$ cat config.mk
export PLATFORM = sky130hd
export DESIGN_NAME = bitstream_packetizer
export DESIGN_NICKNAME = d
export VERILOG_FILES = /design/src/bitstream_packetizer.sv
export VERILOG_INCLUDE_DIRS = /design/src
export SDC_FILE = /design/constraint.sdc
export NUM_CORES = 1
export LEC_CHECK = 0
export ABC_AREA = 0
export BUFFER_PORTS_ARGS = -buffer_cell sky130_fd_sc_hd__buf_2
export CORE_AREA = 2 2 39 41
export CTS_CLUSTER_DIAMETER = 200
export DETAILED_ROUTE_END_ITERATION = 8
export DIE_AREA = 0 0 41 43
export SYNTH_ARGS = -nofsm -noshare
export SYNTH_HDL_FRONTEND = slang
export SYNTH_SLANG_ARGS = --single-unit
export TNS_END_PERCENT = 30
$ cat constraint.sdc
create_clock -name clk -period 3.4 [get_ports clk]
set_input_delay 0.17 -clock clk [delete_from_list [all_inputs] [get_ports clk]]
set_output_delay 0.17 -clock clk [all_outputs]
set_load 0.02 [all_outputs]
$ cat src/ru_cfg.svh
`ifndef RU_CFG_SVH
`define RU_CFG_SVH

// register word addresses
`define RU_ADDR_WR_CTRL   4'd0
`define RU_ADDR_WR_FIFO   4'd1
`define RU_ADDR_WR_FLAG   4'd2
`define RU_ADDR_HOTRESET  4'd8
`define RU_ADDR_VERSION   4'd9
`define RU_ADDR_LAST      4'd9    // highest mapped word

// returned on reads of the version word
`define RU_FPGA_VERSION   32'h0001_0200

// bitstream path
`define RU_FIFO_WORDS     512     // power of two
`define RU_PACKET_BYTES   256

// bus response codes
`define RU_RESP_OKAY      2'b00
`define RU_RESP_SLVERR    2'b10

`endif

$ cat src/bitstream_packetizer.sv
`timescale 1ns/1ps
`include "ru_cfg.svh"

module bitstream_packetizer (
    input  logic        clk,
    input  logic        SLAVE_RSTN_SYNC,
    input  logic [11:0] level,
    input  logic        bitstream_fifo_rd_req,
    output logic        bitstream_fifo_rd_rdy,
    output logic        bitstream_valid,
    output logic        bitstream_eop,
    output logic        pop
);

    localparam int PKT = `RU_PACKET_BYTES;
    localparam int CW  = $clog2(PKT);

    typedef enum logic {PK_IDLE, PK_XFER} pk_state_t;

    pk_state_t     state;
    logic [CW-1:0] byte_cnt;   // bytes sent in this packet

    assign bitstream_fifo_rd_rdy = (state == PK_XFER);
    assign bitstream_valid       = bitstream_fifo_rd_rdy && bitstream_fifo_rd_req;
    assign pop                   = bitstream_valid;
    assign bitstream_eop         = bitstream_valid && (byte_cnt == CW'(PKT - 1));

    always_ff @(posedge clk or negedge SLAVE_RSTN_SYNC) begin
        if (!SLAVE_RSTN_SYNC) begin
            state    <= PK_IDLE;
            byte_cnt <= '0;
        end else if (state == PK_IDLE) begin
            byte_cnt <= '0;
            if (level >= 12'(PKT))   // whole packet on hand
                state <= PK_XFER;
        end else if (bitstream_valid) begin
            byte_cnt <= byte_cnt + 1'b1;
            if (bitstream_eop)
                state <= PK_IDLE;
        end
    end

endmodule

==> run_results.csv <==
group,metric,value,unit
cts,cts_made_buffers,3,
cts,cts.clk_slew.worst_paths,60,ps
placed_design,port_buffers,10,
cts,clkLatencyLatePin,260,ps
timing,fin_crit_sh,49.2,%
critical_path,r2r_slack,2100,ps
yosys,synth_edf_count,0,
drt,vias_per_cell,4.85,
cts,cts_tree,"yes",
hold_path,hold_end,"bitstream_fifo_rd_rdy",
timing,holdWs,159,ps
cts,htree_levels,1,
hold_path,hold_path_depth,3,
yosys,yosysUniqueCellTypes,25,
yosys,syn_inst,45,
cts,cts_buffer_depth,2,
timing,fmax,598,MHz
drt,ant_nets,0,
die,die-area,1760,um2
drt,drt_first_iter_violations,0,
critical_path,timing.rr.end,"byte_cnt[6]",
hold_path,hold_class,"primary input to register",
die,num_rows,14,
critical_path,path_max_fanout,3,
global_route,grt_pass1_wl,1.39,mm
global_route,antenna_found_initial,0,
placed_design,dp_hpwl,593,um
critical_path,arrival,1500,ps
die,core_area,1380,um2
die,die_x,41,um
global_route,grt_use_met3,1.57,%
die,initial_core_util,34.5,%
global_route,met2_usage,17.8,%
global_route,grt_start_max_net_pins,13,
global_route,gr-total-overflow,0,
global_route,gr-usage-met1,13.9,%
yosys,syn_area,478,um2
yosys,async_flop_share,100,%
critical_path,reg2reg_depth,4,
die,die_height,43,um
global_route,top_usage_layer,"met2",
yosys,ys_ff_latch,9,
cts,cts_sinks,9,
timing,setup_tns,0,ps
drt,via_count,354,
global_route,grt_usage,11.8,%
timing,setup_viol,0,
cts,post-cts-setup-buffers,0,
timing,timing.slew.headroom,79.0,%
timing,final.min_clock_period,1670,ps
drt,finalWirelength,809,um
yosys,synth_warnings,0,
critical_path,required,3230,ps
pwr,vdd_drop_max,0.214,mV
cells_and_area,diodes,0,
drt,wl_per_cell,11.1,um
critical_path,endpoint_kind,"primary output",
timing,fin_skew,4.95,ps
cells_and_area,fin_nets,74,
die,num_io_pins,19,
drt,drc,0,
timing,slew_violations,0,
critical_path,reg2reg_from,"byte_cnt[0]",
timing,worst_slew_pin_slew,315,ps
timing,rsz0062_at_grt,"no",
yosys,avgSynthCellArea,10.6,um2
cells_and_area,area_growth,17.5,%
yosys,ys_seq_area_share,47.1,%
critical_path,start_kind,"register",
pwr,p_leak,0.238,nW
cells_and_area,drive_above_1_share,29.8,%
global_route,grt_pass1_vias,344,
timing,finalHoldViolCount,0,
run,max_cap_viol_count,0,
critical_path,path_class,"register to primary output",
cts,clockRootBuffer,"clkbuf_4",
hold_path,hp-start,"level[9]",
yosys,ys.flop_type,"dfrtp_1",
placed_design,gp_congestion,0.694,
cts,cts_resized,0,
yosys,syn-num-nets,61,
drt,dr.pass1.iters,1,
pwr,power_density,680,nW/um2
outcome,outcome,"finished clean",
cells by family (layout without fill, tap and decap cells):
kind of cell,after synthesis,after routing,share of synthesized area [%]
flip-flops,9,9,47.1
multiplexers,2,2,4.19
AND/OR/NAND/NOR,20,20,27.0
XOR/XNOR,4,4,7.33
AO/OA/AOI/OAI,5,5,6.28
buffers and inverters,4,16,5.50
adder cells (fa/ha/maj),1,1,2.62
power by group:
part           total, mW  switching (mW)  internal, mW
Sequential         0.187          0.0396         0.147
Combinational      0.110          0.0485        0.0618
Clock             0.0848          0.0395        0.0453
Total              0.382           0.128         0.254
worst max-delay path by stage:
stage	from	endpoint	slack (ps)	cells after the start
finish	byte_cnt[0]	bitstream_eop	1730	4
global route	byte_cnt[0]	bitstream_eop	1610	4
CTS	byte_cnt[0]	bitstream_eop	1700	4
detailed placement	byte_cnt[0]	bitstream_eop	2000	4
global placement	byte_cnt[0]	bitstream_eop	2000	4
floorplan	byte_cnt[0]	bitstream_fifo_rd_rdy	1980	4
what timing repair did:
action,4_1_cts,5_1_grt
hold buffers,1,0
hold endpoints to repair,9,0
endpoints found under the setup margin,0,0
stage by stage:
stage	utilization [%]	worst slack [ps]	cells	cell area (um2)	power [mW]
after floorplan	-	1980	45	478	0.275
after global placement	38.0	2000	68	526	0.297
after detailed placement	38.0	2000	68	526	0.301
after CTS	40.6	1700	73	562	0.388
after global routing	40.6	1610	73	562	0.415
final	40.6	1730	73	562	0.382
state kept, by name (all words and copies together) (netlist names):
| signal | flops |
|---|---|
| bitstream_fifo_rd_rdy | 1 |
| byte_cnt | 8 |
layout by cell type, fill, tap and decap left out, types with 2 or more instances in the layout:
| master | n |
|---|---|
| a21boi_1 | 2 |
| and2_1 | 4 |
| buf_2 | 10 |
| clkbuf_4 | 3 |
| dfrtp_1 | 9 |
| mux2i_1 | 2 |
| nand2_1 | 3 |
| nor3_1 | 2 |
| o21ai_0 | 2 |
| or3_1 | 2 |
| xnor2_1 | 3 |
worst max-delay path, cell delays in order, from the launching register on:
cell and delay, ps:
dfrtp_1 390, ha_1 230, nand3_2 100, nor4_2 300
buf_2 220
final cells by class:
class                      instances  area [um2]
tap                               16        20.0
clock buffer                       4        26.3
multi-input combinational         32         226
timing repair buffer              11        60.1
inverter                           1        3.75
fill                             144         822
sequential                         9         225
per-layer routing:
layer / vias up / wire length (um)
met4: 0 / 22
met5: - / 0
met1: 173 / 365
li1: 175 / -
met2: 4 / 415
met3: 2 / 5
cells in the mapped netlist, types with 2 or more instances:
cell type,n,area share (%)
and2_1,4,5.2
xnor2_1,3,5.5
o21ai_0,2,2.1
nand2_1,3,2.4
mux2i_1,2,4.2
dfrtp_1,9,47
or3_1,2,2.6
a21boi_1,2,3.1
nor3_1,2,2.1
(Power assumes the default switching activity.)
