## src/ru_cfg.svh

```systemverilog
`ifndef RU_CFG_SVH
`define RU_CFG_SVH

// register word addresses
`define RU_ADDR_WR_CTRL   4'd0
`define RU_ADDR_WR_FIFO   4'd1
`define RU_ADDR_WR_FLAG   4'd2
`define RU_ADDR_HOTRESET  4'd8
`define RU_ADDR_VERSION   4'd9
`define RU_ADDR_LAST      4'd9    // highest mapped word

// returned on reads of the version word
`define RU_FPGA_VERSION   32'h0001_0200

// bitstream path
`define RU_FIFO_WORDS     512     // power of two
`define RU_PACKET_BYTES   256

// bus response codes
`define RU_RESP_OKAY      2'b00
`define RU_RESP_SLVERR    2'b10

`endif

```

## src/ru_pkg.sv

```systemverilog
package ru_pkg;

    typedef struct packed {
        logic [3:0]  id;
        logic [31:0] addr;
        logic [7:0]  len;     // beats minus one
        logic [1:0]  burst;
    } axi_aw_t;

    typedef axi_aw_t axi_ar_t;   // read address carries the same fields

    typedef struct packed {
        logic [31:0] data;
        logic [3:0]  strb;
        logic        last;
    } axi_w_t;

    typedef struct packed {
        logic [3:0] id;
        logic [1:0] resp;
    } axi_b_t;

    typedef struct packed {
        logic [3:0]  id;
        logic [31:0] data;
        logic [1:0]  resp;
        logic        last;
    } axi_r_t;

    // one accepted write beat towards the register bank
    typedef struct packed {
        logic [3:0]  addr;
        logic [31:0] data;
        logic [3:0]  strb;
    } reg_wr_t;

    typedef struct packed {
        logic        en;             // single cycle start pulse
        logic [11:0] start_sector;
        logic [15:0] sector_num;
    } flash_wr_ctrl_t;

    typedef struct packed {
        logic        en;
        logic [23:0] addr;
    } hotreset_t;

endpackage

```

## src/axi_wr_channel.sv

```systemverilog
`timescale 1ns/1ps
`include "ru_cfg.svh"

module axi_wr_channel import ru_pkg::*; (
    input  logic        clk,
    input  logic        SLAVE_RSTN_SYNC,
    input  axi_aw_t     aw,
    input  logic        aw_valid,
    output logic        aw_ready,
    input  axi_w_t      w,
    input  logic        w_valid,
    output logic        w_ready,
    output axi_b_t      b,
    output logic        b_valid,
    input  logic        b_ready,
    input  logic        fifo_full,
    output logic        reg_wr_valid,
    output reg_wr_t     reg_wr,
    output logic        fifo_push,
    output logic [31:0] fifo_word
);

    typedef enum logic [1:0] {WR_IDLE, WR_DATA, WR_RESP} wr_state_t;

    wr_state_t   state;
    logic [3:0]  wr_id;
    logic [31:0] wr_addr;
    logic [1:0]  wr_burst;
    logic        wr_err;     // sticky over the burst
    logic        aw_fire;
    logic        w_fire;
    logic        in_range;
    logic        hit_ctrl;
    logic        hit_fifo;
    logic        hit_hot;
    logic        bad_burst;
    logic        beat_err;

    assign aw_fire = aw_valid && aw_ready;
    assign w_fire  = w_valid && w_ready;

    // only 0, 1 and 8 take writes
    assign in_range  = (wr_addr[31:4] == '0);
    assign hit_ctrl  = in_range && (wr_addr[3:0] == `RU_ADDR_WR_CTRL);
    assign hit_fifo  = in_range && (wr_addr[3:0] == `RU_ADDR_WR_FIFO);
    assign hit_hot   = in_range && (wr_addr[3:0] == `RU_ADDR_HOTRESET);
    assign bad_burst = wr_burst[1];    // wrap and reserved
    assign beat_err  = bad_burst || !(hit_ctrl || hit_fifo || hit_hot);

    assign aw_ready = (state == WR_IDLE);
    assign b_valid  = (state == WR_RESP);
    assign b.id     = wr_id;
    assign b.resp   = wr_err ? `RU_RESP_SLVERR : `RU_RESP_OKAY;

    always_comb begin
        w_ready = 1'b0;
        if (state == WR_DATA)
            w_ready = hit_fifo ? !fifo_full : 1'b1;   // fifo beats wait for room
    end

    // error beats are accepted and dropped here
    assign reg_wr_valid = w_fire && (hit_ctrl || hit_hot) && !bad_burst;
    assign reg_wr.addr  = wr_addr[3:0];
    assign reg_wr.data  = w.data;
    assign reg_wr.strb  = w.strb;
    assign fifo_push    = w_fire && hit_fifo && !bad_burst;
    assign fifo_word    = w.data;

    always_ff @(posedge clk or negedge SLAVE_RSTN_SYNC) begin
        if (!SLAVE_RSTN_SYNC) begin
            state  <= WR_IDLE;
            wr_err <= 1'b0;
        end else begin
            case (state)
                WR_IDLE: begin
                    if (aw_fire) begin
                        state  <= WR_DATA;
                        wr_err <= 1'b0;
                    end
                end
                WR_DATA: begin
                    if (w_fire) begin
                        wr_err <= wr_err | beat_err;
                        if (w.last)
                            state <= WR_RESP;
                    end
                end
                WR_RESP: begin
                    if (b_ready)
                        state <= WR_IDLE;
                end
                default: state <= WR_IDLE;
            endcase
        end
    end

    // burst context, walks forward on incr bursts
    always_ff @(posedge clk) begin
        if (aw_fire) begin
            wr_id    <= aw.id;
            wr_addr  <= aw.addr;
            wr_burst <= aw.burst;
        end else if (w_fire && (wr_burst == 2'b01)) begin
            wr_addr <= wr_addr + 32'd1;
        end
    end

endmodule

```

## config.mk

```make
export PLATFORM = sky130hd
export DESIGN_NAME = axi_wr_channel
export DESIGN_NICKNAME = d
export VERILOG_FILES = /design/src/ru_pkg.sv /design/src/axi_wr_channel.sv
export VERILOG_INCLUDE_DIRS = /design/src
export SDC_FILE = /design/constraint.sdc
export NUM_CORES = 1
export LEC_CHECK = 0
export BUFFER_PORTS_ARGS = -buffer_cell sky130_fd_sc_hd__buf_4
export CAP_MARGIN = 20
export CORE_UTILIZATION = 30
export DETAILED_ROUTE_END_ITERATION = 6
export PLACE_DENSITY_LB_ADDON = 0.25
export SETUP_SLACK_MARGIN = 0.2
export SYNTH_ARGS = -nofsm -noshare
export SYNTH_HDL_FRONTEND = slang
export SYNTH_SLANG_ARGS = --single-unit
export TNS_END_PERCENT = 5
```

## constraint.sdc

```tcl
create_clock -name clk -period 8.7 [get_ports clk]
set_clock_uncertainty 0.2 [all_clocks]
set_input_delay 0.87 -clock clk [delete_from_list [all_inputs] [get_ports clk]]
set_output_delay 0.87 -clock clk [all_outputs]
set_load 0.02 [all_outputs]
```

==> key figures <==
Finish
  – Area Growth Syn to Fin: 3.923%
  – Layout cell share with drive strength beyond 1: 0.2409
  – Nets@finish: 394
  – Ant diodes: 0
  – Final core utilization: 0.3202

Route
  – Via density: approximately 4.9
  – Routed len/inst: ~14 um
  – Final WL: ~6000 um
  – Post-route DRC: 0
  – Initial DRC count: between 80 and 90
  – DR pass1 iterations: 6
  – Post-route ant nets: 0
  – Vias post-DR: ~2100

Clock network
  – Clk_lat worst skew: 300 ps
  – H-tree Lvls: 2
  – CTS buffer count: 5
  – CTS Buffer Depth: 2
  – Clock sinks: just over 40
  – Reg clk slew, reported paths: 90 ps
  – Post-cts resize count: 0
  – Clock root buffer: clkbuf_8
  – Hold_buf cts: 0
  – Post-CTS Setup Bufs: 0
  – CTS tree: yes

Setup path
  – Slowest CP cell: nor3_1
  – Buf/Inv on CP: 1
  – Largest fanout on the critical path: 7
  – Max incr delay on CP: 550 ps
  – CP Class: flop to output pin
  – Req. time, crit path: 7630 ps
  – CP delay by family, top: simple AND/OR/NAND/NOR gates
  – Worst path arrival time: between 2000 and 2500 ps
  – Crit path from: wr_addr[26]$_DFFE_PP_
  – Reg-to-reg startpoint: wr_addr[26]$_DFFE_PP_
  – CP Cell Sequence: nor4_1 > nand4_1 > nor3_1 > nor3b_1 > buf_4
  – CP Launch Type: flop
  – Crit. End Element: output pin

Yosys
  – Post-synth EDFFs: 38
  – Largest cells by area after synthesis: edfxtp_1 38%, buf_4 19%, nor2_1 4.6%
  – Yosys top cell by area: edfxtp_1
  – Mapped Avg Cell Area: 9.310 um2
  – Synth top cells by count: 75 x buf_4, 38 x edfxtp_1, 37 x nor2_1
  – Post-Syn Nets: between 400 and 500
  – Post-synthesis sequential area ratio: 0.4057
  – Cells after synthesis: between 300 and 400
  – #FFs+latches synth: between 40 and 50
  – Synth cell types: 36
  – Warnings, synthesis: 0
  – Top FF cell, synth: edfxtp_1
  – Most common cell in the netlist: buf_4
  – Top-area cell type share of the netlist area: 0.3806
  – Post-synth ARST share: 0.07317
  – Syn Std Cell Area: around 0.003 mm2

Power
  – Leak Pwr: approximately 1.1 nW
  – Total power: roughly 0.69 mW
  – PD cells: roughly 220 mW/mm2
  – VDD IR max: ~0.12 mV

Timing
  – Final Hold Viols: 0
  – Slew Limit Fails: 0
  – Tmin final: 3334 ps
  – Fmax: between 200 and 300 MHz
  – Setup violators final: 0
  – Worst-margin pin slew: approximately 650 ps
  – Final worst-path cycle share: 0.3833
  – RSZ-0062 raised after global routing: no
  – Setup TNS: 0 ps
  – Max_slew headroom: 0.5637

Global routing
  – Initial antenna violation count: 0
  – Tot GR Track Use: 0.1182
  – Global route overflow: 0
  – Pin count of the biggest net entering global routing: 66
  – First-pass GRT wire length: around 9700 um
  – Vias in the first global route: between 2000 and 2500

Placed design
  – Placed wire-length estimate: 4239 um
  – # port buffers: slightly below 60
  – Final GP Congestion: between 0.6 and 0.7

Die
  – Die area: a little over 0.01 mm2
  – I/O Pins: 172
  – Die Span X: 102.0 um
  – Core Region: 0.009729 mm2
  – Std cell rows: 36
  – Die H: between 100 and 150 um
  – Initial Util: 0.3081

Hold path
  – Hold Path Class: primary input to asynchronous set/reset pin

Run status
  – Outcome: complete, no violations

Run
  – Maxcap violations: 0
logic make-up after synthesis:
group                    share of synthesized area
AND/OR/NAND/NOR                             0.2116
buffers and inverters                       0.2183
AO/OA/AOI/OAI                               0.1089
flip-flops                                  0.4057
XOR/XNOR                                   0.03798
adder cells (fa/ha/maj)                    0.01252
other                                     0.001251
multiplexers                              0.003756
registers in the layout, summed over array words and instances, names as in the netlist:
register	cells
wr_burst	2
wr_err	1
state	2
wr_id	4
wr_addr	32
power breakdown:
group	switching, mW	internal, mW
Combinational	0.111	0.0814
Sequential	0.0506	0.283
Clock	0.0735	0.0860
Total	0.235	0.451
final timing paths:
kind,end,slack (ps),cells past startpoint
min in group clk,wr_err$_DFFE_PN0P_,300,2
max in group asynchronous,wr_err$_DFFE_PN0P_,8070,1
hold / removal,state[0]$_DFFE_PN0P_,140,1
setup reg to reg,wr_addr[29]$_DFFE_PP_,5960,5
setup / recovery,w_ready,5370,5
hold reg to reg,wr_err$_DFFE_PN0P_,300,2
final cells by class:
| type | count | area [um2] |
|---|---|---|
| timing repair buffer | 60 | 450.4 |
| tap | 133 | 166.4 |
| multi-input combinational | 185 | 1134 |
| inverter | 9 | 33.78 |
| clock inverter | 3 | 46.29 |
| fill | 1051 | 6614 |
| clock buffer | 5 | 68.82 |
| sequential | 41 | 1216 |
through the flow:
stage / cells / setup WS [ps] / instance area, um2 / hold WS, ps
after global routing: 436 / 5146 / 3115 / 116.7
after floorplan: 322 / 4594 / 2998 / 251.0
after CTS: 436 / 5331 / 3115 / 128.4
after global placement: 428 / 5696 / 3000 / 281.8
final: 436 / 5366 / 3115 / 136.0
after detailed placement: 428 / 5674 / 3000 / 281.1
routing by layer:
metal / share of wire / global-route usage
met3: 0.057 / 0.02736
met2: 0.45 / 0.1900
met1: 0.47 / 0.1549
met4: 0.014 / 0.04396
met5: 0 / 0
placed cells by master (no fill, tap or decap), types with 2 or more instances in the layout:
cell type  instances
o21ai_0            8
nor3_1             2
nand4_4            2
o31ai_1           10
inv_1              9
clkbuf_8           5
edfxtp_1          38
nand4_1           10
nand2_1           12
buf_4             60
and4_1             9
dfrtp_1            3
xnor2_1            2
or3_1              7
nand3_1           10
xor2_1            11
a31oi_1           17
and2_1             2
ha_1               3
nor4_1             6
a21oi_1           15
nor2_1            37
or4_1             10
(Power assumes the default switching activity.)
