### src/ru_cfg.svh
`ifndef RU_CFG_SVH
`define RU_CFG_SVH

// register word addresses
`define RU_ADDR_WR_CTRL   4'd0
`define RU_ADDR_WR_FIFO   4'd1
`define RU_ADDR_WR_FLAG   4'd2
`define RU_ADDR_HOTRESET  4'd8
`define RU_ADDR_VERSION   4'd9
`define RU_ADDR_LAST      4'd9    // highest mapped word

// returned on reads of the version word
`define RU_FPGA_VERSION   32'h0001_0200

// bitstream path
`define RU_FIFO_WORDS     512     // power of two
`define RU_PACKET_BYTES   256

// bus response codes
`define RU_RESP_OKAY      2'b00
`define RU_RESP_SLVERR    2'b10

`endif

### src/ru_pkg.sv
package ru_pkg;

    typedef struct packed {
        logic [3:0]  id;
        logic [31:0] addr;
        logic [7:0]  len;     // beats minus one
        logic [1:0]  burst;
    } axi_aw_t;

    typedef axi_aw_t axi_ar_t;   // read address carries the same fields

    typedef struct packed {
        logic [31:0] data;
        logic [3:0]  strb;
        logic        last;
    } axi_w_t;

    typedef struct packed {
        logic [3:0] id;
        logic [1:0] resp;
    } axi_b_t;

    typedef struct packed {
        logic [3:0]  id;
        logic [31:0] data;
        logic [1:0]  resp;
        logic        last;
    } axi_r_t;

    // one accepted write beat towards the register bank
    typedef struct packed {
        logic [3:0]  addr;
        logic [31:0] data;
        logic [3:0]  strb;
    } reg_wr_t;

    typedef struct packed {
        logic        en;             // single cycle start pulse
        logic [11:0] start_sector;
        logic [15:0] sector_num;
    } flash_wr_ctrl_t;

    typedef struct packed {
        logic        en;
        logic [23:0] addr;
    } hotreset_t;

endpackage

### src/axi_rd_channel.sv
`timescale 1ns/1ps
`include "ru_cfg.svh"

module axi_rd_channel import ru_pkg::*; (
    input  logic        clk,
    input  logic        SLAVE_RSTN_SYNC,
    input  axi_ar_t     ar,
    input  logic        ar_valid,
    output logic        ar_ready,
    output axi_r_t      r,
    output logic        r_valid,
    input  logic        r_ready,
    output logic [3:0]  rd_addr,
    input  logic [31:0] rd_data
);

    typedef enum logic {RD_IDLE, RD_DATA} rd_state_t;

    rd_state_t   state;
    logic [3:0]  rd_id;
    logic [31:0] cur_addr;
    logic [7:0]  rd_len;
    logic [1:0]  rd_burst;
    logic [7:0]  beat_cnt;
    logic        ar_fire;
    logic        r_fire;
    logic        last_beat;
    logic        addr_ok;

    assign ar_fire   = ar_valid && ar_ready;
    assign r_fire    = r_valid && r_ready;
    assign last_beat = (beat_cnt == rd_len);

    assign ar_ready = (state == RD_IDLE);
    assign r_valid  = (state == RD_DATA);
    assign rd_addr  = cur_addr[3:0];

    // readable: control, flags, hot reset and version
    assign addr_ok = (cur_addr[31:4] == '0) &&
                     ((rd_addr == `RU_ADDR_WR_CTRL) || (rd_addr == `RU_ADDR_WR_FLAG) ||
                      ((rd_addr >= `RU_ADDR_HOTRESET) && (rd_addr <= `RU_ADDR_LAST)));

    assign r.id   = rd_id;
    assign r.data = rd_data;
    assign r.resp = (addr_ok && !rd_burst[1]) ? `RU_RESP_OKAY : `RU_RESP_SLVERR;
    assign r.last = r_valid && last_beat;

    always_ff @(posedge clk or negedge SLAVE_RSTN_SYNC) begin
        if (!SLAVE_RSTN_SYNC) begin
            state    <= RD_IDLE;
            beat_cnt <= '0;
        end else if (state == RD_IDLE) begin
            beat_cnt <= '0;
            if (ar_fire)
                state <= RD_DATA;
        end else if (r_fire) begin
            beat_cnt <= beat_cnt + 8'd1;
            if (last_beat)
                state <= RD_IDLE;
        end
    end

    always_ff @(posedge clk) begin
        if (ar_fire) begin
            rd_id    <= ar.id;
            cur_addr <= ar.addr;
            rd_len   <= ar.len;
            rd_burst <= ar.burst;
        end else if (r_fire && (rd_burst == 2'b01)) begin
            cur_addr <= cur_addr + 32'd1;
        end
    end

    // count never runs past len so last always shows up
    a_cnt_in_len: assert property (@(posedge clk) disable iff (!SLAVE_RSTN_SYNC)
        r_valid |-> (beat_cnt <= rd_len));

endmodule

### config.mk
export PLATFORM = sky130hd
export DESIGN_NAME = axi_rd_channel
export DESIGN_NICKNAME = d
export VERILOG_FILES = /design/src/ru_pkg.sv /design/src/axi_rd_channel.sv
export VERILOG_INCLUDE_DIRS = /design/src
export SDC_FILE = /design/constraint.sdc
export NUM_CORES = 1
export LEC_CHECK = 0
export BUFFER_PORTS_ARGS = -buffer_cell sky130_fd_sc_hd__buf_2
export CAP_MARGIN = 20
export CORE_MARGIN = 2
export CORE_UTILIZATION = 50
export DETAILED_ROUTE_END_ITERATION = 12
export GPL_TIMING_DRIVEN = 0
export PLACE_DENSITY = 0.81
export SLEW_MARGIN = 20
export SYNTH_ARGS = -nofsm -noshare
export SYNTH_HDL_FRONTEND = slang
export SYNTH_SLANG_ARGS = --single-unit
export TNS_END_PERCENT = 1
### constraint.sdc
create_clock -name clk -period 7.6 [get_ports clk]
set_clock_uncertainty 0.15 [all_clocks]
set_input_delay 0.38 -clock clk [delete_from_list [all_inputs] [get_ports clk]]
set_output_delay 0.38 -clock clk [all_outputs]
set_load 0.005 [all_outputs]
==> flow_summary.ini, run 1 <==
[die]
die_area_um2 = 7450
die_w_um = 86.3
std_cell_rows = 29
die_y_um = 86.3
ios = 127
core_area_um2 = 6460
start_util = 0.524

[grt]
track_usage = 0.210
grt_pass1_wl_mm = 12.4
grt_max_degree = 24
antenna_found_initial = 0
grt_overflow_total = 0
grt_pass1_vias = 2623

[sta]
fmax_mhz = 396
hold_viol = 0
setup-tns-final_ns = 0
tightest_slew_ns = 0.554
slew_viol_final = 0
layout_min_cycle_time_ns = 2.53
slew_headroom = 0.627
fin_crit_sh = 0.332
rsz0062_at_grt = false
setup_viol = 0

[clocking]
post-cts-setup-buffers = 0
worstSkewPairLatency_ns = 0.32
clkTransAtPathRegs_ns = 0.10
cts_resized = 0
cts_tree = yes
ctsLongestPathBuffers = 2
cts_made_buffers = 5
htreeDepth = 2
cts_sinks = 55
cts_root_buf = clkbuf_8
hold_buffers = 1

[setup_path]
path_max_fanout = 16
cp-start-kind = flip-flop
worstSetupPathType = flip-flop to flip-flop
required_ns = 7.52
end_kind = flip-flop
worst_ep_arrival_time_ns = 2.45

[place]
dp_hpwl_mm = 5.84
dp_cells = 508
finalWeightedCongestion = 0.877
io_buffers = 92
place_area_um2 = 3980

[layout]
nFillCells = 528
num_antenna_cells = 0
multi_input_area_um2 = 1410
seq_area_um2 = 1610
drive_gt1_frac = 0.345
areaGrowthSynthToFinish_pct = 20.5
instances_no_fill = 517
final_net_count = 527
finish.instance_area_um2 = 4080

[synth]
ys_seq_area_frac = 0.474
syn-num-nets = 425
synthTopCellsByArea = edfxtp_1, buf_4, dfrtp_1, xnor2_1, nand2_1
ys_types = 37
async_reset_ff_frac = 0.164
syn_area_per_cell_um2 = 10.1
synth_top_area_share = 0.408
ys.flop_type = edfxtp_1
synth_area_um2 = 3390
synth-seq-cells = 55
synth_top_area_cell = edfxtp_1
yosys_warnings = 0
synth_edf_count = 46
synthCells = 337

[power]
p_leak_nw = 1.61
powerDensity_nw_per_um2 = 159
power_mw = 0.647
peakVddDrop_v = 0.0000991

[routing]
via_per_inst = 5.67
drt.antenna.violating_nets = 0
dr.pass1.iters = 5
routedWlPerCell_um = 15.1
drc = 0
totalWireLength_mm = 7.82
num_vias = 2933
drtIter0Drc = 192

[outcome]
status = finished, final reports clean

[worst_hold_path]
hold_class = primary input to flip-flop

[job]
cap_viol_max_count = 0
Yosys cell counts (9+ instances only):
library cell and instances:
o21ai_0 15, xor2_1 10, nand2_1 31, nor2_1 29, edfxtp_1 46, xnor2_1 16
nand4_1 16, dfrtp_1 9, or4_1 14, o31ai_1 15, buf_4 38, a31oi_1 17
nand3_1 13
per-stage QoR:
stage,hold WS (ns),worst slack (ns),util
2_1_floorplan,-0.0656,3.84,-
3_3_place_gp,0.0865,2.75,0.611
3_5_place_dp,0.0945,5.06,0.616
4_1_cts,0.0775,5.03,0.632
5_1_grt,0.0681,4.95,0.632
6_report,0.0856,5.07,0.632
routing by layer:
layer  up-vias  global-route usage  part of all wire
met3        14              0.0343             0.066
li1       1420                   -                 -
met2       134               0.355              0.49
met4         0              0.0639             0.016
met5         -                   0                 0
met1      1365               0.278              0.43
worst max-delay path, stage by stage (launching register included):
cell and delay (ns):
dfrtp_1 0.42, nand2b_1 0.20, clkbuf_1 0.40, buf_1 0.47
o31ai_4 0.26, buf_6 0.21, buf_6 0.17
flip-flops by register name, summed over array words and instances (netlist names):
signal,cells
beat_cnt,8
rd_burst,2
cur_addr,32
rd_len,8
r_valid,1
rd_id,4
cell usage in the layout, fill, tap and decap left out, types with 2 or more instances in the layout:
cell type   n
buf_1       2
buf_2      96
inv_1       7
or3_1       3
and4_1      3
buf_4      38
a21oi_1     2
or4_1      14
o21ai_0    15
o31ai_1    14
nand4_1    16
nand2_1    31
edfxtp_1   46
a31oi_1    17
nand3_1    13
and2_1      3
ha_1        6
and4_4      2
xnor2_1    16
clkbuf_8    5
nor4_1      8
nor2_1     29
buf_6       3
xor2_1     10
clkbuf_1    7
and3_1      4
nor3_1      5
dfrtp_1     9
power by group:
part	internal, mW	switching [mW]
Combinational	0.0604	0.0431
Clock	0.0646	0.0999
Sequential	0.347	0.0317
Total	0.472	0.175
final cells by class:
class / instances / area share
sequential: 55 / 0.394
multi-input combinational: 222 / 0.347
timing repair buffer: 95 / 0.121
buffer: 53 / 0.0871
tap: 77 / 0.0236
clock buffer: 5 / 0.0169
inverter: 7 / 0.00644
clock inverter: 3 / 0.00491
kinds of logic after synthesis:
kind of cell,share of synthesized area
AO/OA/AOI/OAI,0.102
other,0.00111
AND/OR/NAND/NOR,0.218
XOR/XNOR,0.0672
buffers and inverters,0.112
flip-flops,0.474
multiplexers,0.00296
adder cells (fa/ha/maj),0.0222
worst paths after layout:
kind / slack [ns] / from / cells after the start / to
worst min-delay path: 0.09 / ar[45] / 1 / rd_id[3]
worst max-delay path: 5.07 / r_valid / 6 / cur_addr[1]
worst min register to register: 0.44 / beat_cnt[7] / 2 / beat_cnt[7]
worst max register to register: 5.07 / r_valid / 6 / cur_addr[1]
min in group asynchronous: 0.33 / SLAVE_RSTN_SYNC / 2 / beat_cnt[6]
max in group asynchronous: 6.79 / SLAVE_RSTN_SYNC / 2 / beat_cnt[1]
Power figures use the tool's default switching activity.
==> run 2: changes to the inputs <==
- clock period: 7.6 -> 2.55 ns (I/O delays scaled with it)
==> run 2 against run 1 <==
Net effect:
- first-iteration DRC count increased by 49%
- final area increased by 8.8%
- die area unchanged
- hold slack got worse by 0.085 ns
- non-clock buffer count increased by 35
- critical path depth unchanged
- core utilization increased by 5.5 points
- largest cell class unchanged
- highest routed layer unchanged
==> flow_summary.ini, run 2 (synthesis gave the netlist of run 1 again) <==
[outcome]
status = finished, final reports clean

[layout]
drive_gt1_frac = 0.324
finish.instance_area_um2 = 4440
final_cell_mix = buf_2, edfxtp_1, buf_4
num_antenna_cells = 0
top_regs = cur_addr (32), beat_cnt (8), rd_len (8)
final_net_count = 562
areaGrowthSynthToFinish_pct = 31.0
largest_reg_flops = 32
final_common_cell = buf_2
top_register = cur_addr

[routing]
totalWireLength_mm = 8.39
dr.pass1.iters = 5
drtIter0Drc = 286
via_per_inst = 5.59
drc = 0
routedWlPerCell_um = 15.2
drt.antenna.violating_nets = 0
num_vias = 3088

[grt]
grt_overflow_total = 0
grt_pass1_wl_mm = 13.1
grt_pass1_vias = 2886
grt_max_degree = 24
track_usage = 0.222
antenna_found_initial = 0

[die]
die_y_um = 86.3
start_util = 0.524
die_area_um2 = 7450
die_w_um = 86.3
core_area_um2 = 6460
ios = 127
std_cell_rows = 29

[clocking]
cts_tree = yes
post-cts-setup-buffers = 0
ctsLongestPathBuffers = 2
cts_made_buffers = 5
htreeDepth = 2
cts_sinks = 55
worstSkewPairLatency_ns = 0.32
cts_root_buf = clkbuf_8
clkTransAtPathRegs_ns = 0.11

[setup_path]
worstPathCellList = ha_1 -> and4_1 -> buf_2 -> nand4_1 -> or4_1 -> a31oi_1
worst_ep_arrival_time_ns = 2.35
required_ns = 2.57
cp-start-kind = flip-flop
end_kind = flip-flop
worstSetupPathType = flip-flop to flip-flop
r2r_slack_ns = 0.22
critPathMaxStageDelay_ns = 0.53
crit_path_top_delay_cell = edfxtp_1
path_max_fanout = 9

[power]
peakVddDrop_v = 0.000379
p_leak_nw = 1.77
powerDensity_nw_per_um2 = 454

[sta]
setup_viol = 0
layout_min_cycle_time_ns = 2.33
timing.hold.ws_ns = 0.000612
tightest_slew_ns = 0.560
hold_viol = 0
rsz0062_at_grt = false
fmax_mhz = 429
slew_viol_final = 0
slew_headroom = 0.627
fin_crit_sh = 0.913

[place]
dp_hpwl_mm = 5.70
finalWeightedCongestion = 0.839
place_area_um2 = 3980
io_buffers = 92

[job]
cap_viol_max_count = 0

[worst_hold_path]
hold_class = primary input to flip-flop
[run 2: cell count changes in the layout (fill, tap and decap cells not counted), sizes merged]
cell	change
dlygate4sd3	+35
inv	+2
buf	-1
clkinv	-1
clkinvlp	-1
clkbuf	+1
[run 2: per-layer routing]
metal	global-route usage	up-vias	wire length, µm	part of all wire
li1	-	1486	-	-
met5	0	-	0	0
met3	0.0352	11	547	0.065
met2	0.386	135	4160	0.50
met4	0.0611	0	98	0.012
met1	0.290	1456	3590	0.43
[run 2: what timing repair did]
| action | 4_1_cts | 5_1_grt |
|---|---|---|
| gates resized for setup | 1 | 1 |
| endpoints found under the setup margin | 20 | 16 |
| hold buffers | 36 | 0 |
| hold endpoints to repair | 44 | 0 |
[run 2: through the flow]
step / utilization / setup WS [ns] / power (mW) / TNS [ns] / instances
floorplan: - / 0.501 / 1.33 / 0 / 337
global placement: 0.613 / 0.00510 / 1.44 / 0 / 506
detailed placement: 0.616 / -0.0909 / 1.46 / -0.119 / 508
CTS: 0.687 / 0.0528 / 2.01 / 0 / 552
global route: 0.687 / 0.0962 / 2.10 / 0 / 552
finish: 0.687 / 0.222 / 2.02 / 0 / 552
[run 2: worst paths after layout]
check | endpoint | depth (start not counted) | start
max reg2reg | cur_addr[30] | 6 | cur_addr[0]
min | cur_addr[16] | 3 | ar[26]
max in group asynchronous | beat_cnt[2] | 2 | SLAVE_RSTN_SYNC
min in group asynchronous | beat_cnt[0] | 2 | SLAVE_RSTN_SYNC
max | cur_addr[30] | 6 | cur_addr[0]
min reg2reg | beat_cnt[7] | 2 | beat_cnt[7]
[run 2: report_power, final]
part / total [mW] / internal, mW / switching [mW]
clock: 0.525 / 0.203 / 0.322
sequential: 1.13 / 1.04 / 0.0955
combinational: 0.360 / 0.216 / 0.144
[run 2: cell type report]
class	instances	area, µm²
plain buffers	53	357
clock buffers	5	68.8
clock inverters	3	26.3
fillers	500	2020
inverters	7	26.3
multi-input cells	222	1410
flip-flops and latches	55	1610
well taps	77	96.3
repair buffers	130	843
[run 2: critical path, delay by kind of cell, from the launching register on]
kind                     cells  cell delay [ns]
AO/OA/AOI/OAI                1             0.19
buffers and inverters        1             0.17
adder cells (fa/ha/maj)      1             0.28
flip-flops                   1             0.53
AND/OR/NAND/NOR              3             0.87
