[config.mk]
export PLATFORM = sky130hd
export DESIGN_NAME = ru_reg_bank
export DESIGN_NICKNAME = d
export VERILOG_FILES = /design/src/ru_pkg.sv /design/src/ru_reg_bank.sv
export VERILOG_INCLUDE_DIRS = /design/src
export SDC_FILE = /design/constraint.sdc
export NUM_CORES = 1
export LEC_CHECK = 0
export ABC_AREA = 0
export BUFFER_PORTS_ARGS = -buffer_cell sky130_fd_sc_hd__buf_4
export CELL_PAD_IN_SITES_DETAIL_PLACEMENT = 2
export CELL_PAD_IN_SITES_GLOBAL_PLACEMENT = 2
export CORE_MARGIN = 4
export CORE_UTILIZATION = 27
export CTS_CLUSTER_DIAMETER = 50
export DETAILED_ROUTE_END_ITERATION = 6
export GPL_TIMING_DRIVEN = 1
export PLACE_DENSITY_LB_ADDON = 0.12
export SETUP_SLACK_MARGIN = 0.02
export SYNTH_ARGS = -nofsm -noshare
export SYNTH_HDL_FRONTEND = slang
export SYNTH_SLANG_ARGS = --single-unit
export TNS_END_PERCENT = 5
[constraint.sdc]
create_clock -name clk -period 1.6 [get_ports clk]
set_clock_uncertainty 0.15 [all_clocks]
set_input_delay 0.16 -clock clk [delete_from_list [all_inputs] [get_ports clk]]
set_output_delay 0.16 -clock clk [all_outputs]
set_load 0.005 [all_outputs]
[src/ru_cfg.svh]
`ifndef RU_CFG_SVH
`define RU_CFG_SVH

// register word addresses
`define RU_ADDR_WR_CTRL   4'd0
`define RU_ADDR_WR_FIFO   4'd1
`define RU_ADDR_WR_FLAG   4'd2
`define RU_ADDR_HOTRESET  4'd8
`define RU_ADDR_VERSION   4'd9
`define RU_ADDR_LAST      4'd9    // highest mapped word

// returned on reads of the version word
`define RU_FPGA_VERSION   32'h0001_0200

// bitstream path
`define RU_FIFO_WORDS     512     // power of two
`define RU_PACKET_BYTES   256

// bus response codes
`define RU_RESP_OKAY      2'b00
`define RU_RESP_SLVERR    2'b10

`endif

[src/ru_pkg.sv]
package ru_pkg;

    typedef struct packed {
        logic [3:0]  id;
        logic [31:0] addr;
        logic [7:0]  len;     // beats minus one
        logic [1:0]  burst;
    } axi_aw_t;

    typedef axi_aw_t axi_ar_t;   // read address carries the same fields

    typedef struct packed {
        logic [31:0] data;
        logic [3:0]  strb;
        logic        last;
    } axi_w_t;

    typedef struct packed {
        logic [3:0] id;
        logic [1:0] resp;
    } axi_b_t;

    typedef struct packed {
        logic [3:0]  id;
        logic [31:0] data;
        logic [1:0]  resp;
        logic        last;
    } axi_r_t;

    // one accepted write beat towards the register bank
    typedef struct packed {
        logic [3:0]  addr;
        logic [31:0] data;
        logic [3:0]  strb;
    } reg_wr_t;

    typedef struct packed {
        logic        en;             // single cycle start pulse
        logic [11:0] start_sector;
        logic [15:0] sector_num;
    } flash_wr_ctrl_t;

    typedef struct packed {
        logic        en;
        logic [23:0] addr;
    } hotreset_t;

endpackage

[src/ru_reg_bank.sv]
`timescale 1ns/1ps
`include "ru_cfg.svh"

module ru_reg_bank import ru_pkg::*; (
    input  logic           clk,
    input  logic           SLAVE_RSTN_SYNC,
    input  logic           reg_wr_valid,
    input  reg_wr_t        reg_wr,
    input  logic [3:0]     rd_addr,
    input  logic           fifo_full,
    input  logic           fifo_empty,
    input  logic           flash_wr_done,
    input  logic           flash_clear_done,
    output flash_wr_ctrl_t flash_wr_ctrl,
    output hotreset_t      hotreset,
    output logic [31:0]    rd_data
);

    logic wr_ctrl;
    logic wr_hot;

    assign wr_ctrl = reg_wr_valid && (reg_wr.addr == `RU_ADDR_WR_CTRL);
    assign wr_hot  = reg_wr_valid && (reg_wr.addr == `RU_ADDR_HOTRESET);

    // flash write control, en only lasts one cycle
    always_ff @(posedge clk or negedge SLAVE_RSTN_SYNC) begin
        if (!SLAVE_RSTN_SYNC) begin
            flash_wr_ctrl <= '0;
        end else begin
            flash_wr_ctrl.en <= 1'b0;
            if (wr_ctrl) begin
                if (reg_wr.strb[3])
                    flash_wr_ctrl.sector_num[15:8] <= reg_wr.data[31:24];
                if (reg_wr.strb[2])
                    flash_wr_ctrl.sector_num[7:0] <= reg_wr.data[23:16];
                if (reg_wr.strb[1]) begin
                    flash_wr_ctrl.en                 <= reg_wr.data[15];
                    flash_wr_ctrl.start_sector[11:8] <= reg_wr.data[11:8];
                end
                if (reg_wr.strb[0])
                    flash_wr_ctrl.start_sector[7:0] <= reg_wr.data[7:0];
            end
        end
    end

    // hot reset target and enable, both held
    always_ff @(posedge clk or negedge SLAVE_RSTN_SYNC) begin
        if (!SLAVE_RSTN_SYNC) begin
            hotreset <= '0;
        end else if (wr_hot) begin
            if (reg_wr.strb[3])
                hotreset.addr[23:16] <= reg_wr.data[31:24];
            if (reg_wr.strb[2])
                hotreset.addr[15:8] <= reg_wr.data[23:16];
            if (reg_wr.strb[1])
                hotreset.addr[7:0] <= reg_wr.data[15:8];
            if (reg_wr.strb[0])
                hotreset.en <= reg_wr.data[0];
        end
    end

    always_comb begin
        case (rd_addr)
            `RU_ADDR_WR_CTRL:
                rd_data = {flash_wr_ctrl.sector_num, 4'b0, flash_wr_ctrl.start_sector};
            `RU_ADDR_WR_FLAG:
                rd_data = {7'b0, fifo_full, 7'b0, fifo_empty,
                           7'b0, flash_wr_done, 7'b0, flash_clear_done};   // one flag per byte
            `RU_ADDR_HOTRESET:
                rd_data = {hotreset.addr, 7'b0, hotreset.en};
            `RU_ADDR_VERSION:
                rd_data = `RU_FPGA_VERSION;
            default:
                rd_data = 32'hFFFF_FFFF;
        endcase
    end

endmodule

==> results.txt, run 1 <==
The min-delay analysis places its worst path in the category in2reg. The worst hold path begins at reg_wr[38]. Data arrives at the worst endpoint at 1.24 ns.

For the total cell area at the placement stage, the log shows 3980 um^2. The register bit total from synthesis was 54. The sum of internal, switching and leakage power was 0.00396 W.

137 I/O pins were placed. STA classifies the critical path startpoint as a flip-flop. The share of flip-flops with an asynchronous set or reset after synthesis came out at 100%. For the number of pins with negative max-slew slack in the final report, the log shows 0.

A synthesized cell averages 11.5 um^2. The routed via count divided by cell count was 4.96; the biggest fanout along the worst timing path was 3. Registers take 1350 um^2.

After detailed routing, the number of remaining DRC violations is 0. The floorplan has 36 rows. The number of synthesized flops with an enable pin was 0; the area of the core was 9820 um^2. The run finished with clean final reports. Flip-flop cell with the highest count after synthesis: dfrtp_1. The tools report the number of nets with antenna violations after detailed routing as 0.

The TritonCTS sink count is 54. For the pin with the worst max-slew slack, the measured transition is 0.495 ns. The tools report the total via count in the routed design as 2692. The highest clock frequency the design can meet was 0.646 GHz; the remaining global-route overflow was 0. The worst hold path terminates at flash_wr_ctrl[28]. Setup repair after global routing could not meet its margin everywhere. Once layout is complete, the utilization of the core stands at 46.2%. Of the cells placed in the final design, the portion with a size suffix greater than 1 is 59.0%. Area of the mapped netlist: 2730 um^2.

The congestion estimate from routability-driven global placement came to 0.722. Relative to the synthesized area, the layout overhead comes to 65.9%. Setup slack on the worst reg-to-reg path comes out at 0.44 ns. The initial antenna violation count is 0. The die covers 11800 um^2.

The die width was 109 um; the total non-filler cell area in the finished layout was 4530 um^2. The biggest area contributor in the post-synthesis netlist is dfrtp_1. The count of endpoints failing hold in the final timing report was 0.

The filler cells instantiated in the layout total 1053. The tool flagged a number of max-cap violations equal to 0. The most common cell in the netlist is dfrtp_1. Summed over its instances, the top area cell type makes up 49.4% of the synthesized netlist area. The cell depth of the worst min-delay path was 3.

Setup violations remaining at the end of the flow were counted as 0. The total wire length was 11200 um. The clock reaches the later pin of the worst-skew pair after 0.30 ns. Detailed placement finished with a half-perimeter wire length of 8130 um. TritonCTS built the clock tree. Buffers inserted during clock tree synthesis total 5.

The run gives 4 as the total iterations of the first detailed-routing run. The maximum count of clock buffers along a single path was 2. The run gives 30 as the maximum number of pins on one net before global-route repair. Across every metal layer, demand over resource in global routing totals 18.7%. The average wire length per cell after detail routing was 20.7 um. After synthesis, flip-flops and latches occupy 49.4% of the total area. The tools report the number of global-route vias before repair as 2959. VDD sags by at most 0.464 mV. Subtracting the final worst setup slack from the clock period gives 1.55 ns. Number of diodes added for antenna fixing: 0. The part of the cycle the worst path needs was 96.8%. The logs give 27.8% for the starting utilization of the core area and 1.29 ns for the worst path required time. The vertical extent of the die was 109 um.

The number of nets in the synthesized netlist is 288. Measured against its own limit, the worst slew margin works out to 66.9%. The H-tree generated during clock tree synthesis spans 2 levels. The tools report the type of destination of the critical path as a primary output. The tools report the clock tree root buffer cell as clkbuf_8. After synthesis, the cell types taking the most area are dfrtp_1 (49%), mux2_2 (21%), a211oi_1 (9.1%). The count of port buffers added during placement was 136; the length in cells of the worst reg-to-reg path was 3. The first global-routing pass estimated 17000 um of wire.

Standby leakage power: 2.11 nW. After the last flow step, the layout net total stands at 460. For this block, the initial DRC count from the detailed router was 73. The run gives 22 as the number of distinct library cells after synthesis. The tools report the end of the worst register-to-register path as flash_wr_ctrl[0]. After clock tree synthesis, the clock-pin slew on the worst setup and hold paths is 0.10 ns. For the multi-input combinational cell area, the log shows 1430 um^2.

The commonest cells after synthesis are dfrtp_1 (54), mux2_2 (52), a211oi_1 (33), clkbuf_1 (16), o21bai_1 (16). Yosys printed 0 warnings. By startpoint and endpoint, the worst setup path is classified as reg2out. The count of mapped cells out of synthesis was 237.

The start of the worst register-to-register path was flash_wr_ctrl[0]. In this run the power density over the cells is 874 nW/um^2.
-- power breakdown --
group | switching, W | internal, W | leakage (nW)
Sequential | 0.000259 | 0.00163 | 0.691
Clock | 0.000472 | 0.000311 | 0.0452
Combinational | 0.000490 | 0.000804 | 1.37
-- through the flow --
| step | TNS, ns | setup WS [ns] | hold slack (ns) | instances |
|---|---|---|---|---|
| 6_report | 0 | 0.0514 | 0.0834 | 543 |
| 3_5_place_dp | -1.54 | -0.0789 | -0.0401 | 500 |
| 3_3_place_gp | -0.651 | -0.0402 | -0.0435 | 500 |
| 4_1_cts | 0 | 0.000621 | 0.0783 | 542 |
| 2_1_floorplan | 0 | 0.271 | -0.286 | 237 |
| 5_1_grt | -0.00573 | -0.00573 | 0.0814 | 543 |
-- critical path: stages (launching register included) --
cell,delay (ns)
dfrtp_1,0.42
a211oi_1,0.24
o21bai_1,0.12
buf_4,0.15
-- cell families (layout without fill, tap and decap cells) --
| kind of cell | Yosys count | after routing | synth area share, % |
|---|---|---|---|
| compound gates | 79 | 79 | 18.9 |
| buf+inv | 21 | 194 | 2.97 |
| flops | 54 | 54 | 49.4 |
| mux | 53 | 53 | 21.8 |
| simple gates | 30 | 30 | 6.82 |
-- timing repair --
| action | CTS | global route |
|---|---|---|
| hold buffers | 33 | 0 |
| setup endpoints to repair | 3 | 18 |
| cloned | 0 | 0 |
| setup buffers | 1 | 1 |
| pin swaps | 0 | 10 |
| hold endpoints to repair | 108 | 0 |
| gates resized for setup | 2 | 24 |
-- area by class of cell --
| cell class | count | share of cell area (%) |
|---|---|---|
| flip-flops and latches | 54 | 29.8 |
| repair buffers | 183 | 32.9 |
| clock buffers | 6 | 1.60 |
| multi-input cells | 162 | 31.4 |
| inverters | 3 | 0.248 |
| well taps | 133 | 3.67 |
| clock inverters | 2 | 0.304 |
-- placed cells by master, fill, tap and decap left out, types with 3 or more instances in the layout --
cell	count
a211oi_1	9
nand2_2	6
a21oi_1	13
nand4_1	3
dlygate4sd3_1	33
clkbuf_8	5
o21bai_1	16
dfrtp_1	54
o21ai_1	3
buf_4	147
nor2b_1	6
mux2_2	52
buf_12	3
nand2_1	8
o21ai_0	13
a211oi_2	24
-- metal layers --
metal / up-vias / global-route usage, % / share of wire [%]
met2: 96 / 33.8 / 52
met4: 0 / 3.25 / 0.64
met1: 1364 / 23.4 / 41
met3: 6 / 3.73 / 6.0
met5: - / 0 / 0
li1: 1226 / - / -
-- registers in the layout, indices dropped and copies added (netlist names) --
register       cells
hotreset          25
flash_wr_ctrl     29
-- how the worst max path moves through the flow --
stage | startpoint | to | slack [ns] | cells after the start
2_1_floorplan | rd_addr[1] | rd_data[22] | 0.27 | 5
5_1_grt | hotreset[9] | rd_data[17] | -0.006 | 3
3_5_place_dp | reg_wr[37] | flash_wr_ctrl[10] | -0.08 | 4
4_1_cts | flash_wr_ctrl[0] | rd_data[16] | 0.0006 | 4
6_report | flash_wr_ctrl[6] | rd_data[22] | 0.05 | 3
3_3_place_gp | reg_wr[37] | flash_wr_ctrl[10] | -0.04 | 4
Note: power is estimated with default switching activity, not from simulation.
==> run 2: changes to the inputs <==
==> constraint.sdc (replaced) <==
create_clock -name clk -period 1.6 [get_ports clk]
set_clock_uncertainty 0.15 [all_clocks]
set_input_delay 0 -clock clk [delete_from_list [all_inputs] [get_ports clk]]
set_output_delay 0 -clock clk [all_outputs]
set_load 0.005 [all_outputs]
==> run 2 against run 1 <==
The flow now finishes with violations (negative hold slack). Non-clock buffer count fell by 2. Critical endpoint is now hotreset[22]. Critical path type is now in2reg. Combinational power about the same. Die area is the same.
==> results.txt, run 2 (same netlist as run 1, synthesis figures left out) <==
The run gives 0 (unchanged) as the final-report setup violation count. The worst hold path belongs to the class in2async. The total cell area at the placement stage came out at 3950 um^2 (-0.69%). Relative to the synthesized area, the layout overhead comes to 60.9%.

The tools report the worst path required time as 1.64 ns (+0.35 ns). Highest clock frequency the design can meet: 0.647 GHz (+0.13%). The run gives 5.09% (+1.4 points) as the met3 track demand over resource in global routing.

Setup repair after global routing could not meet its margin everywhere. The final-stage net count is 458 (-0.43%). Number of diodes added for antenna fixing: 0 (unchanged).

Clock tree root buffer cell: clkbuf_8. The biggest fanout along the worst timing path was 8 (+5); the total via count in the routed design was 2640 (-1.9%). Wire length of the first global-routing pass: 17300 um (+2.0%). The final reports fail on negative hold slack. For the arrival time reported for the critical path endpoint, the log shows 1.59 ns (+0.35 ns). The average wire length per cell after detail routing is 20.7 um (+0.36%). Met1 capacity usage during global routing: 22.7% (-0.70 points). The logs give 65.8% (-1.1 points) for the normalized max-slew margin and 11200 um (about the same) for the total wire length.

After global routing, the most crowded layer is met2. The type of destination of the critical path is a flip-flop. The final critical delay including setup and external delays came out at 1.55 ns (-0.00197 ns).

The delay of the slowest cell on the worst path was 0.54 ns (+0.12 ns); the transition time of the tightest slew-check pin was 0.513 ns (+0.0184 ns). For the number of pins with negative max-slew slack in the final report, the log shows 0 (unchanged). The area of the core was 9820 um^2 (unchanged).

The signal on the critical path passes through dlygate4sd3_1 > buf_4 > nor2b_1 > nand2_2 > mux2_1. For the site row count, the log shows 36 (unchanged). The total non-filler cell area in the finished layout is 4400 um^2 (-3.0%), and the routed via count divided by cell count is 4.88 (-1.6%). The run gives 45 (-38%) as the iteration-0 DRC count of the detailed router.

The final cell count without fillers was 541 (-0.37%); the power density over cell area was 889 nW/um^2 (+1.7%). The run gives 31 (+3.3%) as the maximum number of pins on one net before global-route repair. The run gives 2 (unchanged) as the maximum level of the CTS H-tree. The run finished, with violations left. The standby leakage power came out at 2.08 nW (-1.5%). Counting flops per register, the top entry is flash_wr_ctrl.

The remaining routing DRC violations came out at 0 (unchanged). The tools report the type of origin of the critical path as a primary input. For the number of violations of the max-capacitance limit, the log shows 0 (unchanged).

Total negative setup slack: 0 ns (unchanged). TritonCTS built the clock tree. The largest individual stage delay along the critical path comes from the cell dlygate4sd3_1.

Vertical extent of the die: 109 um (unchanged). The die footprint was 11800 um^2 (unchanged). The HPWL after detailed placement was 8050 um (-0.98%). The TritonCTS sink count was 54 (unchanged). The tools report the worst IR drop on VDD as 0.423 mV (-8.7%).

Part of the cycle the worst path needs: 96.7% (-0.12 points). The placed instance count was 498 (-0.40%). The count of port buffers added during placement is 136 (unchanged), and the share of layout cells above drive strength 1 is 52.5% (-6.6 points). The logs give 0 (unchanged) for the number of nets with antenna violations after detailed routing and 0.734 (+1.7%) for the final weighted congestion of routability-driven global placement. The run gives 0 (unchanged) as the remaining global-route overflow. The flip-flop count of the largest register, all copies and words added was 29 (unchanged). The logs give 27.8% (unchanged) for the starting utilization of the core area and 34.2% (+0.49 points) for the met2 global-route usage. The number of I/O pins was 137 (unchanged). The critical path is of the in2reg type.

The run gives 1 (+1) as the count of endpoints failing hold in the final timing report. The most common cell after layout, fill and taps aside was buf_4. The largest registers in the layout are flash_wr_ctrl (29), hotreset (25). The maximum count of clock buffers along a single path came out at 2 (unchanged). Leaving out fill and tap cells, the most frequent cells in the layout are buf_4 (144), dfrtp_1 (54), mux2_2 (52). The die width was 109 um (unchanged); the source-to-sink clock delay at the later pin of the worst-skew pair was 0.30 ns (about the same). The run gives 18.9% (+0.17 points) as the global router's overall resource usage. The total clock buffers created by CTS was 5 (unchanged); the initial antenna violation count was 0 (unchanged). The logs give 4 (unchanged) for the total iterations of the first detailed-routing run and -0.000135 ns (-0.0836 ns) for the final-layout worst hold slack. Register clock-pin slew on the reported worst setup and hold paths: 0.10 ns (about the same). For the number of global-route vias before repair, the log shows 3049 (+3.0%).
-- run 2: through the flow --
stage	utilization, %	total power (W)	setup slack [ns]
final	44.8	0.00391	0.0534
after global routing	44.8	0.00416	0.0166
after detailed placement	40.2	0.00308	0.0886
after CTS	44.7	0.00397	0.0623
after floorplan	-	0.00225	0.476
after global placement	40.2	0.00303	0.130
-- run 2: path summary, 6_finish.rpt --
check                                     to  slack (ns)  cells after the start              from
max reg2reg                     hotreset[17]        0.64                      1      hotreset[17]
min in group clk           flash_wr_ctrl[28]        0.04                      3         reg_wr[1]
min                             hotreset[18]     -0.0001                      2   SLAVE_RSTN_SYNC
max in group asynchronous        hotreset[8]        0.81                      3   SLAVE_RSTN_SYNC
min reg2reg                 flash_wr_ctrl[5]        0.39                      1  flash_wr_ctrl[5]
max                             hotreset[22]        0.05                      5        reg_wr[38]
-- run 2: final cells by class --
class / count / area [um^2]
multi-input combinational: 162 / 1310
clock inverter: 1 / 5.00
tap: 133 / 166
sequential: 54 / 1350
inverter: 3 / 11.3
timing repair buffer: 181 / 1470
clock buffer: 7 / 86.3
fill: 1075 / 5420
-- run 2: timing repair --
| action | in CTS | in global routing |
|---|---|---|
| gates resized for setup | 0 | 1 |
| setup buffers | 0 | 0 |
| endpoints found under the hold margin | 108 | 0 |
| hold buffers | 35 | 0 |
| setup endpoints to repair | 0 | 2 |
-- run 2: critical path: cells and delay by family --
family	cells	cell delay (ns)
multiplexers	1	0.38
buffers and inverters	2	0.69
AND/OR/NAND/NOR	2	0.52
-- run 2: report_power, final --
group,internal (W),leakage (nW),total [W],switching (W)
Combinational,0.000774,1.34,0.00126,0.000482
Clock,0.000351,0.0482,0.000807,0.000456
Sequential,0.00163,0.691,0.00185,0.000220
-- run 2: metal layers --
| metal | vias to the layer above | part of all wire, % |
|---|---|---|
| met2 | 82 | 52 |
| met5 | - | 0 |
| met4 | 0 | 0.53 |
| met3 | 4 | 6.7 |
| li1 | 1223 | - |
| met1 | 1331 | 41 |
